## src/mipsPipe_consts.svh

```systemverilog
/*
 * widths, opcodes, function codes and ALU operation codes for the pipelined core
 */
`ifndef MIPS_PIPE_CONSTS_SVH
`define MIPS_PIPE_CONSTS_SVH

// data path and address width
`define MIPS_XLEN 32
// architectural registers, register 0 reads as zero
`define MIPS_NREGS 32

// primary opcodes, bits 31:26
`define MIPS_OP_RTYPE 6'b000000
`define MIPS_OP_LW    6'b100011
`define MIPS_OP_SW    6'b101011
`define MIPS_OP_BEQ   6'b000100
`define MIPS_OP_ADDI  6'b001000
`define MIPS_OP_J     6'b000010

// R-type function codes, bits 5:0
`define MIPS_FN_ADD 6'b100000
`define MIPS_FN_SUB 6'b100010
`define MIPS_FN_AND 6'b100100
`define MIPS_FN_OR  6'b100101
`define MIPS_FN_SLT 6'b101010

// ALU operations, bit 2 inverts operand b
`define MIPS_ALU_AND  3'b000
`define MIPS_ALU_OR   3'b001
`define MIPS_ALU_ADD  3'b010
`define MIPS_ALU_ANDN 3'b100
`define MIPS_ALU_ORN  3'b101
`define MIPS_ALU_SUB  3'b110
`define MIPS_ALU_SLT  3'b111

`endif

```

## src/mipsPkg.sv

```systemverilog
/*
 * instruction union, control and hazard structs, memory request and pipeline registers
 */
`include "mipsPipe_consts.svh"

package mipsPkg;

	// the three instruction formats over one 32-bit word
	typedef struct packed {
		logic [5:0] op;
		logic [4:0] rs;
		logic [4:0] rt;
		logic [4:0] rd;
		logic [4:0] shamt;
		logic [5:0] funct;
	} rFields;

	typedef struct packed {
		logic [5:0] op;
		logic [4:0] rs;
		logic [4:0] rt;
		logic [15:0] imm;
	} iFields;

	typedef struct packed {
		logic [5:0] op;
		logic [25:0] target;
	} jFields;

	typedef union packed {
		rFields rFmt;
		iFields iFmt;
		jFields jFmt;
	} instrWord;

	typedef logic [2:0] aluCode;

	// operand source in execute
	typedef enum logic [1:0] {
		fwdReg = 2'b00,
		fwdWb  = 2'b01,
		fwdMem = 2'b10
	} fwdSel;

	typedef struct packed {
		logic regWrite;
		logic memToReg;
		logic memWrite;
		logic aluSrc;
		logic regDst;
		logic branch;
		logic jump;
		aluCode aluCtl;
	} ctrlSig;

	typedef struct packed {
		logic stallF;
		logic stallD;
		logic flushD;
		logic flushE;
		logic fwdAD;
		logic fwdBD;
		fwdSel fwdAE;
		fwdSel fwdBE;
	} hazardCtl;

	// data memory request, write lands on the rising edge with we high
	typedef struct packed {
		logic [`MIPS_XLEN-1:0] addr;
		logic [`MIPS_XLEN-1:0] wdata;
		logic we;
	} memReq;

	typedef struct packed {
		instrWord instr;
		logic [`MIPS_XLEN-1:0] pcPlus4;
	} ifIdReg;

	typedef struct packed {
		ctrlSig ctrl;
		logic [`MIPS_XLEN-1:0] srcA;
		logic [`MIPS_XLEN-1:0] srcB;
		logic [`MIPS_XLEN-1:0] signImm;
		logic [4:0] rs;
		logic [4:0] rt;
		logic [4:0] rd;
	} idExReg;

	typedef struct packed {
		ctrlSig ctrl;
		logic [`MIPS_XLEN-1:0] aluOut;
		logic [`MIPS_XLEN-1:0] writeData;
		logic [4:0] writeReg;
	} exMemReg;

	typedef struct packed {
		ctrlSig ctrl;
		logic [`MIPS_XLEN-1:0] readData;
		logic [`MIPS_XLEN-1:0] aluOut;
		logic [4:0] writeReg;
	} memWbReg;

endpackage

```

## src/regFile.sv

```systemverilog
/*
 * register file, two combinational read ports and one falling-edge write port
 */
`timescale 1ns/10ps
`include "mipsPipe_consts.svh"

module regFile (
	input  logic clk,
	input  logic writeEn,
	input  logic [4:0] readAddrA,
	input  logic [4:0] readAddrB,
	input  logic [4:0] writeAddr,
	input  logic [`MIPS_XLEN-1:0] writeData,
	output logic [`MIPS_XLEN-1:0] readDataA,
	output logic [`MIPS_XLEN-1:0] readDataB
);

	logic [`MIPS_XLEN-1:0] regs [`MIPS_NREGS];

	// write half a cycle into the period so decode reads the new value the same cycle
	always_ff @(negedge clk) begin
		if (writeEn) begin
			regs[writeAddr] <= writeData;
		end
	end

	// register 0 always reads as zero, whatever was written to it
	assign readDataA = (readAddrA != 5'd0) ? regs[readAddrA] : '0;
	assign readDataB = (readAddrB != 5'd0) ? regs[readAddrB] : '0;

	// write enable comes from the write-back register, cleared by the first reset edge
	writeEnKnown: assert property (@(negedge clk) !$isunknown(writeEn))
		else $error("regFile: write enable is unknown");

endmodule

```

## src/controlUnit.sv

```systemverilog
/*
 * main decoder and ALU decoder, instruction word to control struct
 */
`timescale 1ns/10ps
`include "mipsPipe_consts.svh"

module controlUnit (
	input  mipsPkg::instrWord instr,
	output mipsPkg::ctrlSig ctrl
);

	mipsPkg::aluCode aluSel;
	logic functOk;

	// R-type functions this core implements
	assign functOk = instr.rFmt.funct inside {`MIPS_FN_ADD, `MIPS_FN_SUB,
		`MIPS_FN_AND, `MIPS_FN_OR, `MIPS_FN_SLT};

	// ALU decoder
	always_comb begin : aluDecoder
		case (instr.rFmt.op)
			`MIPS_OP_RTYPE: begin
				case (instr.rFmt.funct)
					`MIPS_FN_SUB: aluSel = `MIPS_ALU_SUB;
					`MIPS_FN_AND: aluSel = `MIPS_ALU_AND;
					`MIPS_FN_OR:  aluSel = `MIPS_ALU_OR;
					`MIPS_FN_SLT: aluSel = `MIPS_ALU_SLT;
					default:      aluSel = `MIPS_ALU_ADD;
				endcase
			end
			// beq compares by subtracting
			`MIPS_OP_BEQ: aluSel = `MIPS_ALU_SUB;
			// lw, sw and addi add base and immediate
			default: aluSel = `MIPS_ALU_ADD;
		endcase
	end

	// main decoder, unknown opcodes fall through as a no-op
	always_comb begin : mainDecoder
		ctrl = '0;
		case (instr.iFmt.op)
			`MIPS_OP_RTYPE: begin
				// unsupported funct and the all-zero bubble write nothing
				ctrl.regWrite = functOk;
				ctrl.regDst = 1'b1;
				ctrl.aluCtl = aluSel;
			end
			`MIPS_OP_LW: begin
				ctrl.regWrite = 1'b1;
				ctrl.memToReg = 1'b1;
				ctrl.aluSrc = 1'b1;
				ctrl.aluCtl = aluSel;
			end
			`MIPS_OP_SW: begin
				ctrl.memWrite = 1'b1;
				ctrl.aluSrc = 1'b1;
				ctrl.aluCtl = aluSel;
			end
			`MIPS_OP_BEQ: begin
				ctrl.branch = 1'b1;
				ctrl.aluCtl = aluSel;
			end
			`MIPS_OP_ADDI: begin
				ctrl.regWrite = 1'b1;
				ctrl.aluSrc = 1'b1;
				ctrl.aluCtl = aluSel;
			end
			`MIPS_OP_J: ctrl.jump = 1'b1;
			default: ctrl = '0;
		endcase
	end

	// an R-type other than the nop must carry one of the five supported functions
	unsupportedFunct: assert final ($isunknown(instr) || instr == '0 ||
		instr.rFmt.op != `MIPS_OP_RTYPE || functOk)
		else $error("controlUnit: unsupported funct %h", instr.rFmt.funct);

endmodule

```

## src/hazardUnit.sv

```systemverilog
/*
 * hazard unit with forwarding selects and stall and flush generation
 */
`timescale 1ns/10ps

module hazardUnit (
	input  logic [4:0] rsD,
	input  logic [4:0] rtD,
	input  logic [4:0] rsE,
	input  logic [4:0] rtE,
	input  logic [4:0] writeRegE,
	input  logic [4:0] writeRegM,
	input  logic [4:0] writeRegW,
	input  mipsPkg::ctrlSig ctrlE,
	input  mipsPkg::ctrlSig ctrlM,
	input  mipsPkg::ctrlSig ctrlW,
	input  logic branchD,
	input  logic jumpD,
	input  logic taken,
	output mipsPkg::hazardCtl hz
);

	logic loadStall;
	logic branchStall;
	logic stall;

	// true when a non-zero destination feeds either source
	function automatic logic hits(input logic [4:0] dst, input logic [4:0] a,
		input logic [4:0] b);
		return (dst != 5'd0) && ((dst == a) || (dst == b));
	endfunction

	// memory stage wins over write-back since it holds the younger result
	function automatic mipsPkg::fwdSel pickFwd(input logic [4:0] src);
		if (src != 5'd0 && ctrlM.regWrite && src == writeRegM) begin
			return mipsPkg::fwdMem;
		end
		if (src != 5'd0 && ctrlW.regWrite && src == writeRegW) begin
			return mipsPkg::fwdWb;
		end
		return mipsPkg::fwdReg;
	endfunction

	// a jump's rs and rt bits are target bits so it never waits on a load
	assign loadStall = ctrlE.memToReg && !jumpD && hits(rtE, rsD, rtD);

	// compare operands are produced in execute or still loading in memory
	assign branchStall = branchD &&
		((ctrlE.regWrite && hits(writeRegE, rsD, rtD)) ||
		(ctrlM.memToReg && hits(writeRegM, rsD, rtD)));

	assign stall = loadStall || branchStall;

	always_comb begin
		hz.stallF = stall;
		hz.stallD = stall;
		// a stalled branch has not resolved yet
		hz.flushD = taken && !stall;
		// bubble into execute while decode holds
		hz.flushE = stall;
		// decode compare takes only ALU results since load data is stalled for
		hz.fwdAD = rsD != 5'd0 && ctrlM.regWrite && !ctrlM.memToReg && rsD == writeRegM;
		hz.fwdBD = rtD != 5'd0 && ctrlM.regWrite && !ctrlM.memToReg && rtD == writeRegM;
		hz.fwdAE = pickFwd(rsE);
		hz.fwdBE = pickFwd(rtE);
	end

	// the load-use stall keeps a load in memory from feeding an operand read in execute
	loadNotForwarded: assert final ($isunknown({ctrlM, ctrlE, hz.fwdAE, hz.fwdBE}) ||
		!(ctrlM.memToReg &&
		(((ctrlE.regWrite || ctrlE.memWrite) && hz.fwdAE == mipsPkg::fwdMem) ||
		((ctrlE.regDst || ctrlE.memWrite) && hz.fwdBE == mipsPkg::fwdMem))))
		else $error("hazardUnit: load address forwarded as load data");

endmodule

```

## src/decodeStage.sv

```systemverilog
/*
 * decode stage, register read, compare forwarding, immediate and branch and jump targets
 */
`timescale 1ns/10ps
`include "mipsPipe_consts.svh"

module decodeStage (
	input  logic clk,
	input  mipsPkg::ifIdReg ifId,
	input  logic fwdAD,
	input  logic fwdBD,
	input  logic [`MIPS_XLEN-1:0] aluOutM,
	input  logic [4:0] writeRegW,
	input  logic regWriteW,
	input  logic [`MIPS_XLEN-1:0] resultW,
	output logic [`MIPS_XLEN-1:0] srcA,
	output logic [`MIPS_XLEN-1:0] srcB,
	output logic [`MIPS_XLEN-1:0] signImm,
	output logic [`MIPS_XLEN-1:0] branchTarget,
	output logic [`MIPS_XLEN-1:0] jumpTarget,
	output logic equal
);

	logic [`MIPS_XLEN-1:0] regA;
	logic [`MIPS_XLEN-1:0] regB;

	regFile rf (
		.clk(clk),
		.writeEn(regWriteW),
		.readAddrA(ifId.instr.rFmt.rs),
		.readAddrB(ifId.instr.rFmt.rt),
		.writeAddr(writeRegW),
		.writeData(resultW),
		.readDataA(regA),
		.readDataB(regB)
	);

	// memory-stage result bypasses the register file for the early compare
	assign srcA = fwdAD ? aluOutM : regA;
	assign srcB = fwdBD ? aluOutM : regB;
	assign equal = (srcA == srcB);

	assign signImm = {{(`MIPS_XLEN-16){ifId.instr.iFmt.imm[15]}}, ifId.instr.iFmt.imm};

	// word offset relative to pc+4
	assign branchTarget = ifId.pcPlus4 + {signImm[`MIPS_XLEN-3:0], 2'b00};

	// region bits come from pc+4
	assign jumpTarget = {ifId.pcPlus4[31:28], ifId.instr.jFmt.target, 2'b00};

endmodule

```

## src/aluUnit.sv

```systemverilog
/*
 * 32-bit ALU, logic, add, subtract and signed set-less-than
 */
`timescale 1ns/10ps
`include "mipsPipe_consts.svh"

module aluUnit (
	input  logic [`MIPS_XLEN-1:0] a,
	input  logic [`MIPS_XLEN-1:0] b,
	input  mipsPkg::aluCode op,
	output logic [`MIPS_XLEN-1:0] y
);

	always_comb begin
		case (op)
			`MIPS_ALU_AND:  y = a & b;
			`MIPS_ALU_OR:   y = a | b;
			`MIPS_ALU_ADD:  y = a + b;
			// inverted-b forms, reachable only through the code space
			`MIPS_ALU_ANDN: y = a & ~b;
			`MIPS_ALU_ORN:  y = a | ~b;
			`MIPS_ALU_SUB:  y = a - b;
			// signed compare
			`MIPS_ALU_SLT:  y = ($signed(a) < $signed(b)) ? 32'd1 : 32'd0;
			default:        y = '0;
		endcase
	end

endmodule

```

## src/executeStage.sv

```systemverilog
/*
 * execute stage, operand forwarding, immediate select, destination select and ALU
 */
`timescale 1ns/10ps
`include "mipsPipe_consts.svh"

module executeStage (
	input  mipsPkg::idExReg idEx,
	input  mipsPkg::fwdSel fwdAE,
	input  mipsPkg::fwdSel fwdBE,
	input  logic [`MIPS_XLEN-1:0] resultW,
	input  logic [`MIPS_XLEN-1:0] aluOutM,
	output logic [`MIPS_XLEN-1:0] aluOut,
	output logic [`MIPS_XLEN-1:0] writeData,
	output logic [4:0] writeReg
);

	logic [`MIPS_XLEN-1:0] srcA;
	logic [`MIPS_XLEN-1:0] srcB;

	// register value, or a result still in flight
	function automatic logic [`MIPS_XLEN-1:0] pickSrc(input mipsPkg::fwdSel sel,
		input logic [`MIPS_XLEN-1:0] regVal);
		case (sel)
			mipsPkg::fwdWb:  return resultW;
			mipsPkg::fwdMem: return aluOutM;
			default:         return regVal;
		endcase
	endfunction

	assign srcA = pickSrc(fwdAE, idEx.srcA);
	// store data is the forwarded b, before the immediate mux
	assign writeData = pickSrc(fwdBE, idEx.srcB);
	assign srcB = idEx.ctrl.aluSrc ? idEx.signImm : writeData;

	// R-type writes rd, I-type writes rt
	assign writeReg = idEx.ctrl.regDst ? idEx.rd : idEx.rt;

	aluUnit alu (
		.a(srcA),
		.b(srcB),
		.op(idEx.ctrl.aluCtl),
		.y(aluOut)
	);

endmodule

```

## src/mipsPipe.sv

```systemverilog
/*
 * five-stage pipelined core top, PC, next-PC select, pipeline registers,
 * memory-stage wiring and write-back select
 */
`timescale 1ns/10ps
`include "mipsPipe_consts.svh"

module mipsPipe (
	input  logic clk,
	input  logic reset,
	output logic [`MIPS_XLEN-1:0] imemAddr,
	input  mipsPkg::instrWord imemData,
	output mipsPkg::memReq dmemReq,
	input  logic [`MIPS_XLEN-1:0] dmemRdata
);

	logic [`MIPS_XLEN-1:0] pc;
	logic [`MIPS_XLEN-1:0] pcPlus4F;
	logic [`MIPS_XLEN-1:0] pcNext;

	mipsPkg::ifIdReg ifId;
	mipsPkg::idExReg idEx;
	mipsPkg::exMemReg exMem;
	mipsPkg::memWbReg memWb;

	mipsPkg::ctrlSig ctrlD;
	mipsPkg::hazardCtl hz;

	logic [`MIPS_XLEN-1:0] srcAD;
	logic [`MIPS_XLEN-1:0] srcBD;
	logic [`MIPS_XLEN-1:0] signImmD;
	logic [`MIPS_XLEN-1:0] branchTargetD;
	logic [`MIPS_XLEN-1:0] jumpTargetD;
	logic equalD;
	logic taken;

	logic [`MIPS_XLEN-1:0] aluOutE;
	logic [`MIPS_XLEN-1:0] writeDataE;
	logic [4:0] writeRegE;
	logic [`MIPS_XLEN-1:0] resultW;

	// fetch
	assign imemAddr = pc;
	assign pcPlus4F = pc + 32'd4;

	// jump wins over a taken branch and pc+4 is the fallback
	assign taken = ctrlD.jump || (ctrlD.branch && equalD);
	always_comb begin
		if (ctrlD.jump) begin
			pcNext = jumpTargetD;
		end else if (ctrlD.branch && equalD) begin
			pcNext = branchTargetD;
		end else begin
			pcNext = pcPlus4F;
		end
	end

	always_ff @(posedge clk) begin
		if (reset) begin
			pc <= '0;
		end else if (!hz.stallF) begin
			pc <= pcNext;
		end
	end

	// IF/ID register where a flush squashes the instruction fetched behind a taken branch or jump
	always_ff @(posedge clk) begin
		if (reset || hz.flushD) begin
			ifId <= '0;
		end else if (!hz.stallD) begin
			ifId.instr <= imemData;
			ifId.pcPlus4 <= pcPlus4F;
		end
	end

	// decode
	controlUnit ctl (
		.instr(ifId.instr),
		.ctrl(ctrlD)
	);

	decodeStage dec (
		.clk(clk),
		.ifId(ifId),
		.fwdAD(hz.fwdAD),
		.fwdBD(hz.fwdBD),
		.aluOutM(exMem.aluOut),
		.writeRegW(memWb.writeReg),
		.regWriteW(memWb.ctrl.regWrite),
		.resultW(resultW),
		.srcA(srcAD),
		.srcB(srcBD),
		.signImm(signImmD),
		.branchTarget(branchTargetD),
		.jumpTarget(jumpTargetD),
		.equal(equalD)
	);

	hazardUnit hzu (
		.rsD(ifId.instr.rFmt.rs),
		.rtD(ifId.instr.rFmt.rt),
		.rsE(idEx.rs),
		.rtE(idEx.rt),
		.writeRegE(writeRegE),
		.writeRegM(exMem.writeReg),
		.writeRegW(memWb.writeReg),
		.ctrlE(idEx.ctrl),
		.ctrlM(exMem.ctrl),
		.ctrlW(memWb.ctrl),
		.branchD(ctrlD.branch),
		.jumpD(ctrlD.jump),
		.taken(taken),
		.hz(hz)
	);

	// ID/EX register takes a bubble on stall so execute does nothing twice
	always_ff @(posedge clk) begin
		if (reset || hz.flushE) begin
			idEx <= '0;
		end else begin
			idEx.ctrl <= ctrlD;
			idEx.srcA <= srcAD;
			idEx.srcB <= srcBD;
			idEx.signImm <= signImmD;
			idEx.rs <= ifId.instr.rFmt.rs;
			idEx.rt <= ifId.instr.rFmt.rt;
			idEx.rd <= ifId.instr.rFmt.rd;
		end
	end

	// execute
	executeStage exe (
		.idEx(idEx),
		.fwdAE(hz.fwdAE),
		.fwdBE(hz.fwdBE),
		.resultW(resultW),
		.aluOutM(exMem.aluOut),
		.aluOut(aluOutE),
		.writeData(writeDataE),
		.writeReg(writeRegE)
	);

	// EX/MEM
	always_ff @(posedge clk) begin
		if (reset) begin
			exMem <= '0;
		end else begin
			exMem.ctrl <= idEx.ctrl;
			exMem.aluOut <= aluOutE;
			exMem.writeData <= writeDataE;
			exMem.writeReg <= writeRegE;
		end
	end

	// memory stage drives the data memory directly
	assign dmemReq.addr = exMem.aluOut;
	assign dmemReq.wdata = exMem.writeData;
	assign dmemReq.we = exMem.ctrl.memWrite;

	// MEM/WB
	always_ff @(posedge clk) begin
		if (reset) begin
			memWb <= '0;
		end else begin
			memWb.ctrl <= exMem.ctrl;
			memWb.readData <= dmemRdata;
			memWb.aluOut <= exMem.aluOut;
			memWb.writeReg <= exMem.writeReg;
		end
	end

	// write-back
	assign resultW = memWb.ctrl.memToReg ? memWb.readData : memWb.aluOut;

	// the slot squashed behind a resolved branch or jump never writes data memory
	squashBehindTaken: assert property (@(posedge clk) disable iff (reset)
		(taken && !hz.stallD) |=> ##2 !dmemReq.we)
		else $error("mipsPipe: squashed slot behind a taken branch wrote data memory");

endmodule

```

## config.mk

```make
export PLATFORM = sky130hd
export DESIGN_NAME = mipsPipe
export DESIGN_NICKNAME = d
export VERILOG_FILES = /design/src/mipsPkg.sv /design/src/regFile.sv /design/src/controlUnit.sv /design/src/hazardUnit.sv /design/src/decodeStage.sv /design/src/aluUnit.sv /design/src/executeStage.sv /design/src/mipsPipe.sv
export VERILOG_INCLUDE_DIRS = /design/src
export SDC_FILE = /design/constraint.sdc
export NUM_CORES = 2
export LEC_CHECK = 0
export BUFFER_PORTS_ARGS = -buffer_cell sky130_fd_sc_hd__buf_2
export CELL_PAD_IN_SITES_DETAIL_PLACEMENT = 0
export CELL_PAD_IN_SITES_GLOBAL_PLACEMENT = 2
export CORE_MARGIN = 2
export CORE_UTILIZATION = 42
export CTS_BUF_LIST = sky130_fd_sc_hd__clkbuf_8 sky130_fd_sc_hd__clkbuf_16
export CTS_CLUSTER_DIAMETER = 100
export DETAILED_ROUTE_END_ITERATION = 16
export PLACE_DENSITY = 0.78
export SYNTH_ARGS = -nofsm -noshare
export SYNTH_HDL_FRONTEND = slang
export SYNTH_SLANG_ARGS = --single-unit
export TNS_END_PERCENT = 20
```

## constraint.sdc

```tcl
create_clock -name clk -period 5.37 [get_ports clk]
set_input_delay 0 -clock clk [delete_from_list [all_inputs] [get_ports clk]]
set_output_delay 0 -clock clk [all_outputs]
set_load 0.05 [all_outputs]
```

# Word level (Yosys, flattened, before mapping)
# Memory sizes are Yosys's and may differ from the RTL's.
# Cells that the tools add are included.
[word_totals]
out_inout_bits = 97
n_memories = 1
in_bits = 66
ramBits = 1024
reg_bits = 342
[mem_list]
columns = ["name", "words", "width", "rd", "rd_clocked_by_memory_dff", "write_ports", "line", "text"]
rows = [
  ["dec.rf.regs", 32, 32, 2, 0, 1, "regFile.sv:18", "logic [`MIPS_XLEN-1:0] regs [`MIPS_NREGS];"],
]
[classes]
add_sub_neg = 4
n_eq_ne = 33
bitwise_logic = 6
mux = 38
n_reduce_logical = 48
magnitude_cmp = 1
[op_table]
columns = ["cell", "n"]
rows = [
  ["2-to-1 mux 32 bit", 8],
  ["case mux 32 bit (7 select lines)", 1],
  ["case mux 32 bit (2 select lines)", 2],
  ["adder 32 bit", 2],
  ["bitwise AND 32 bit", 2],
  ["OR 32 bit", 2],
  ["== test 5 bit", 12],
  ["== test 6 bit (second input constant)", 7],
  ["nonzero test 5 bit", 7],
  ["adder 32 x 3 -> 32 bit (second input constant)", 1],
  ["== test 32 bit", 1],
  ["< comparator 32 bit", 1],
  ["inverter 32 bit", 1],
  ["subtractor 32 bit", 1],
  ["logical AND 1 bit", 24],
  ["2-to-1 mux 2 bit", 8],
  ["2-to-1 mux 1 bit", 15],
  ["== test 3 bit (second input constant)", 4],
  ["case mux 3 bit (4 select lines)", 1],
  ["logical OR 1 bit", 8],
  ["== test 6 x 2 -> 1 bit (second input constant)", 1],
  ["== test 6 x 3 -> 1 bit (second input constant)", 1],
  ["== test 6 x 4 -> 1 bit (second input constant)", 1],
  ["zero test 6 bit", 1],
  ["13 further kinds", 18],
]

# Depth between registers and ports, before layout
[depth]
ltp_word = 13
depth_mapped = 23
depth_no_buf = 21

# Cells and area by module
# From an unflattened synthesis, not the netlist that was laid out.
[unflattened]
cells_unflattened = 5168
area_unflattened_um2 = 71484.8
[by_module_without_submodules]
columns = ["mod", "seq_area_each_um2", "instances", "cells_each", "area_per_inst_um2"]
rows = [
  ["regFile", 30749.5, 1, 2289, 47050.1],
  ["mipsPipe", 7507.2, 1, 1277, 13107.6],
  ["aluUnit", 0.0, 1, 680, 4474.3],
  ["decodeStage", 0.0, 1, 483, 3696.0],
  ["executeStage", 0.0, 1, 302, 2157.1],
  ["hazardUnit", 0.0, 1, 106, 804.5],
  ["controlUnit", 0.0, 1, 31, 195.2],
]

==> impl_results.md <==
* Status: complete, but fails checks
* Violated checks: negative setup slack
* Setup WS pre-CTS at -1.740 ns
* Least-Margin Pin Slew at 1.426 ns
* Peak VDD IR at 0.2515 mV
* Synth cell types at 93
* Register Area at 37530 um^2
* Crit Path Max Fanout at 6
* Design area at 86130 um^2
* IO Count at 163
* Hold WC Path Type: in2reg
* Final Hold Fails at 0
* CTS Sinks at 1361
* # fillers at 13870
* Pre-Repair DR Iteration Count at 7
* Number of synthesized flops with an enable pin at 1024
* H-Tree Depth at 4
* Avg Cell Area, Syn at 14.07 um^2
* Setup violators final at 97
* Max-Slew Margin vs Limit at 0.04639
* Final hold slack at 0.04823 ns
* Via count at 52040
* Ys flop type: edfxtp_1
* Commonest non-fill, non-tap cells in the layout: inv_1 (1129), edfxtp_1 (1024), buf_4 (505)
* Max-cap violations at 0
* Slowest stage cell, crit path: a2111oi_0
* Synthesized flop and latch total at 1361
* WL final at 253.2 mm
* Vias per inst at 5.923
* Crit-path cells: mux4_2, o32ai_1, a2111oi_0, a21oi_1, buf_4, o21ai_0, xor2_1, nor4_2, and3_4, nand4_4, a21oi_2, or2_4, buf_12, clkbuf_16, a211oi_2
* GRT Total Usage at 0.2992
* GP Congestion at 0.8859
* Required time worst endpoint at 6.05 ns
* Initial Utilization at 0.4212
* Die width at 407.3 um
* Clock skew at 0.05567 ns
* Antenna viol nets, final at 0
* Net Count, Synth at 5017
* Remaining Overflow, GRT at 0
* P&R area growth vs syn at 26.06%
* Clk_lat worst skew at 0.81 ns
* Synth area leader: edfxtp_1
* Final max-slew violation count at 0
* Buffer and inverter count on the worst path at 3
* Area after DPL at 74830 um^2
* Largest family of logic cells by synthesized area: multiplexers
* CP Capture Type: flop
* Yosys warning count at 0
* Clock buffer depth at 3
* First-pass GRT wire length at 359.8 mm
* Critical path data arrival time at 7.22 ns
* Vias in the first global route at 53510
* Dominant cells by area after synthesis: edfxtp_1 (45%), mux4_2 (16%), dfxtp_1 (9.9%), mux2i_1 (3.9%), ha_1 (1.7%)
* Drc violations at 0
* Adder-cell share of the synthesized area at 0.02216
* Startpoint Class: flop
* Final nets at 6642
* Post-synthesis xor/xnor area fraction at 0.02410
* DR iter-0 viols at 6276
* Total CTS buffers at 156
* Unrepaired setup endpoints after global routing: true
* Sequential area share after synthesis at 0.5488
* Clk slew on worst S/H paths at 0.07 ns
* Synth Area in Compound Gates at 0.08149
* CTS tree: yes
* Worst path max stage delay at 0.47 ns
* Mux cell area share after synthesis at 0.2100
* Most common cell after layout, fill and taps aside: inv_1
* DP Wirelength at 161.4 mm
* Synthesized area at 68330 um^2
* P_leak at 34.41 nW
* Root buffer cell: clkbuf_16
* DIE AREA at 165900 um^2
* Fraction of layout cells with a size suffix above 1 at 0.2637
* Top delay family on crit path: compound AO/OA/AOI/OAI gates
* Largest net degree at the start of global routing at 89
* Die H at 407.3 um
* Setup ws final at -1.172 ns
* Critical path class: reg2reg
* Cell row count at 148
* Initial antenna violation count at 8
* Core area at 162200 um^2
* DR WL/cell at 28.82 um
* Port-buffer cells at 162
* Multi-input gate area at 29220 um^2
* Async SR Flop Fraction at 0
* Top cell type's share of synthesized area at 0.4500
* Gate Count Post-Synth at 4855
* Power Density at 343.6 nW/um^2
* Post-Synth Simple-Gate Area at 0.07537
## power breakdown
part	switching (mW)	total, mW	internal, mW
Sequential	0.161	11.6	11.5
Clock	6.70	14.2	7.46
Combinational	2.21	3.82	1.61
Total	9.08	29.6	20.5
## worst paths after layout
check	start	end	slack, ns	depth (start not counted)
min	dmemRdata[21]	memWb[58]$_SDFF_PP0_	0.05	3
min reg2reg	ifId[0]$_SDFFE_PP0N_	imemAddr[0]$_SDFFE_PP0P_	0.47	1
max reg2reg	dec.rf.regs[0][6]$_DFFE_NP_	ifId[15]$_SDFFE_PP0N_	-1.17	15
max	dec.rf.regs[0][6]$_DFFE_NP_	ifId[15]$_SDFFE_PP0N_	-1.17	15
## final cells by class
type | count | area share
clock buffer | 165 | 0.04728
antenna | 5 | 0.0001453
sequential | 1361 | 0.4358
multi-input combinational | 2992 | 0.3393
tap | 2175 | 0.03160
clock inverter | 1142 | 0.05856
inverter | 85 | 0.003704
timing repair buffer | 860 | 0.08369
## routing by layer
layer	up-vias	global-route usage	share of wire
li1	22210	-	-
met1	26200	0.3795	0.38
met2	3046	0.4699	0.47
met3	573	0.08092	0.11
met4	2	0.1566	0.049
met5	-	0	0.000051
## per-stage QoR
step | utilization | total power [mW] | setup TNS (ns) | instances
floorplan | - | 14.97 | -119.79 | 4855
global placement | 0.4613 | 16.43 | -143.46 | 7328
detailed placement | 0.4613 | 16.45 | -150.27 | 7328
CTS | 0.5278 | 29.65 | -91.88 | 8766
global route | 0.5309 | 30.89 | -112.74 | 8780
finish | 0.5310 | 29.60 | -106.18 | 8785
## cell usage after synthesis, drive strengths merged, types with 45 or more instances
master and instances:
a211oi 78, a21oi 190, a22oi 74, and2 48
and3 80, buf 254, clkbuf 162, dfxtp 337
edfxtp 1024, ha 93, inv 84, mux2 46
mux2i 265, mux4 496, nand2 247, nand3 90
nor2 301, nor2b 115, nor3 45, o21ai 166
xnor2 114, xor2 74
## state kept, by name (all words and copies together) (netlist names)
register     flops
dec.rf.regs   1024
dmemReq         65
exMem            7
idEx            98
ifId            64
imemAddr        32
memWb           71
## worst min-delay path: stages
cell and delay (ns):
dlygate4sd3_1 0.56, buf_2 0.11, nor2b_1 0.14
## cell families after synthesis
logic type	count (synthesis)
multiplexers	807
adder cells (fa/ha/maj)	125
AO/OA/AOI/OAI	822
XOR/XNOR	188
buffers and inverters	502
AND/OR/NAND/NOR	1050
flip-flops	1361
## repair_timing
item | in CTS | in global routing
hold buffers | 125 | 0
hold endpoints to repair | 134 | 0
setup endpoints to repair | 104 | 108
gates cloned | 1 | 4
buffers inserted | 6 | 11
gates resized for setup | 61 | 75
pin swaps | 17 | 25
(Power assumes the default switching activity.)
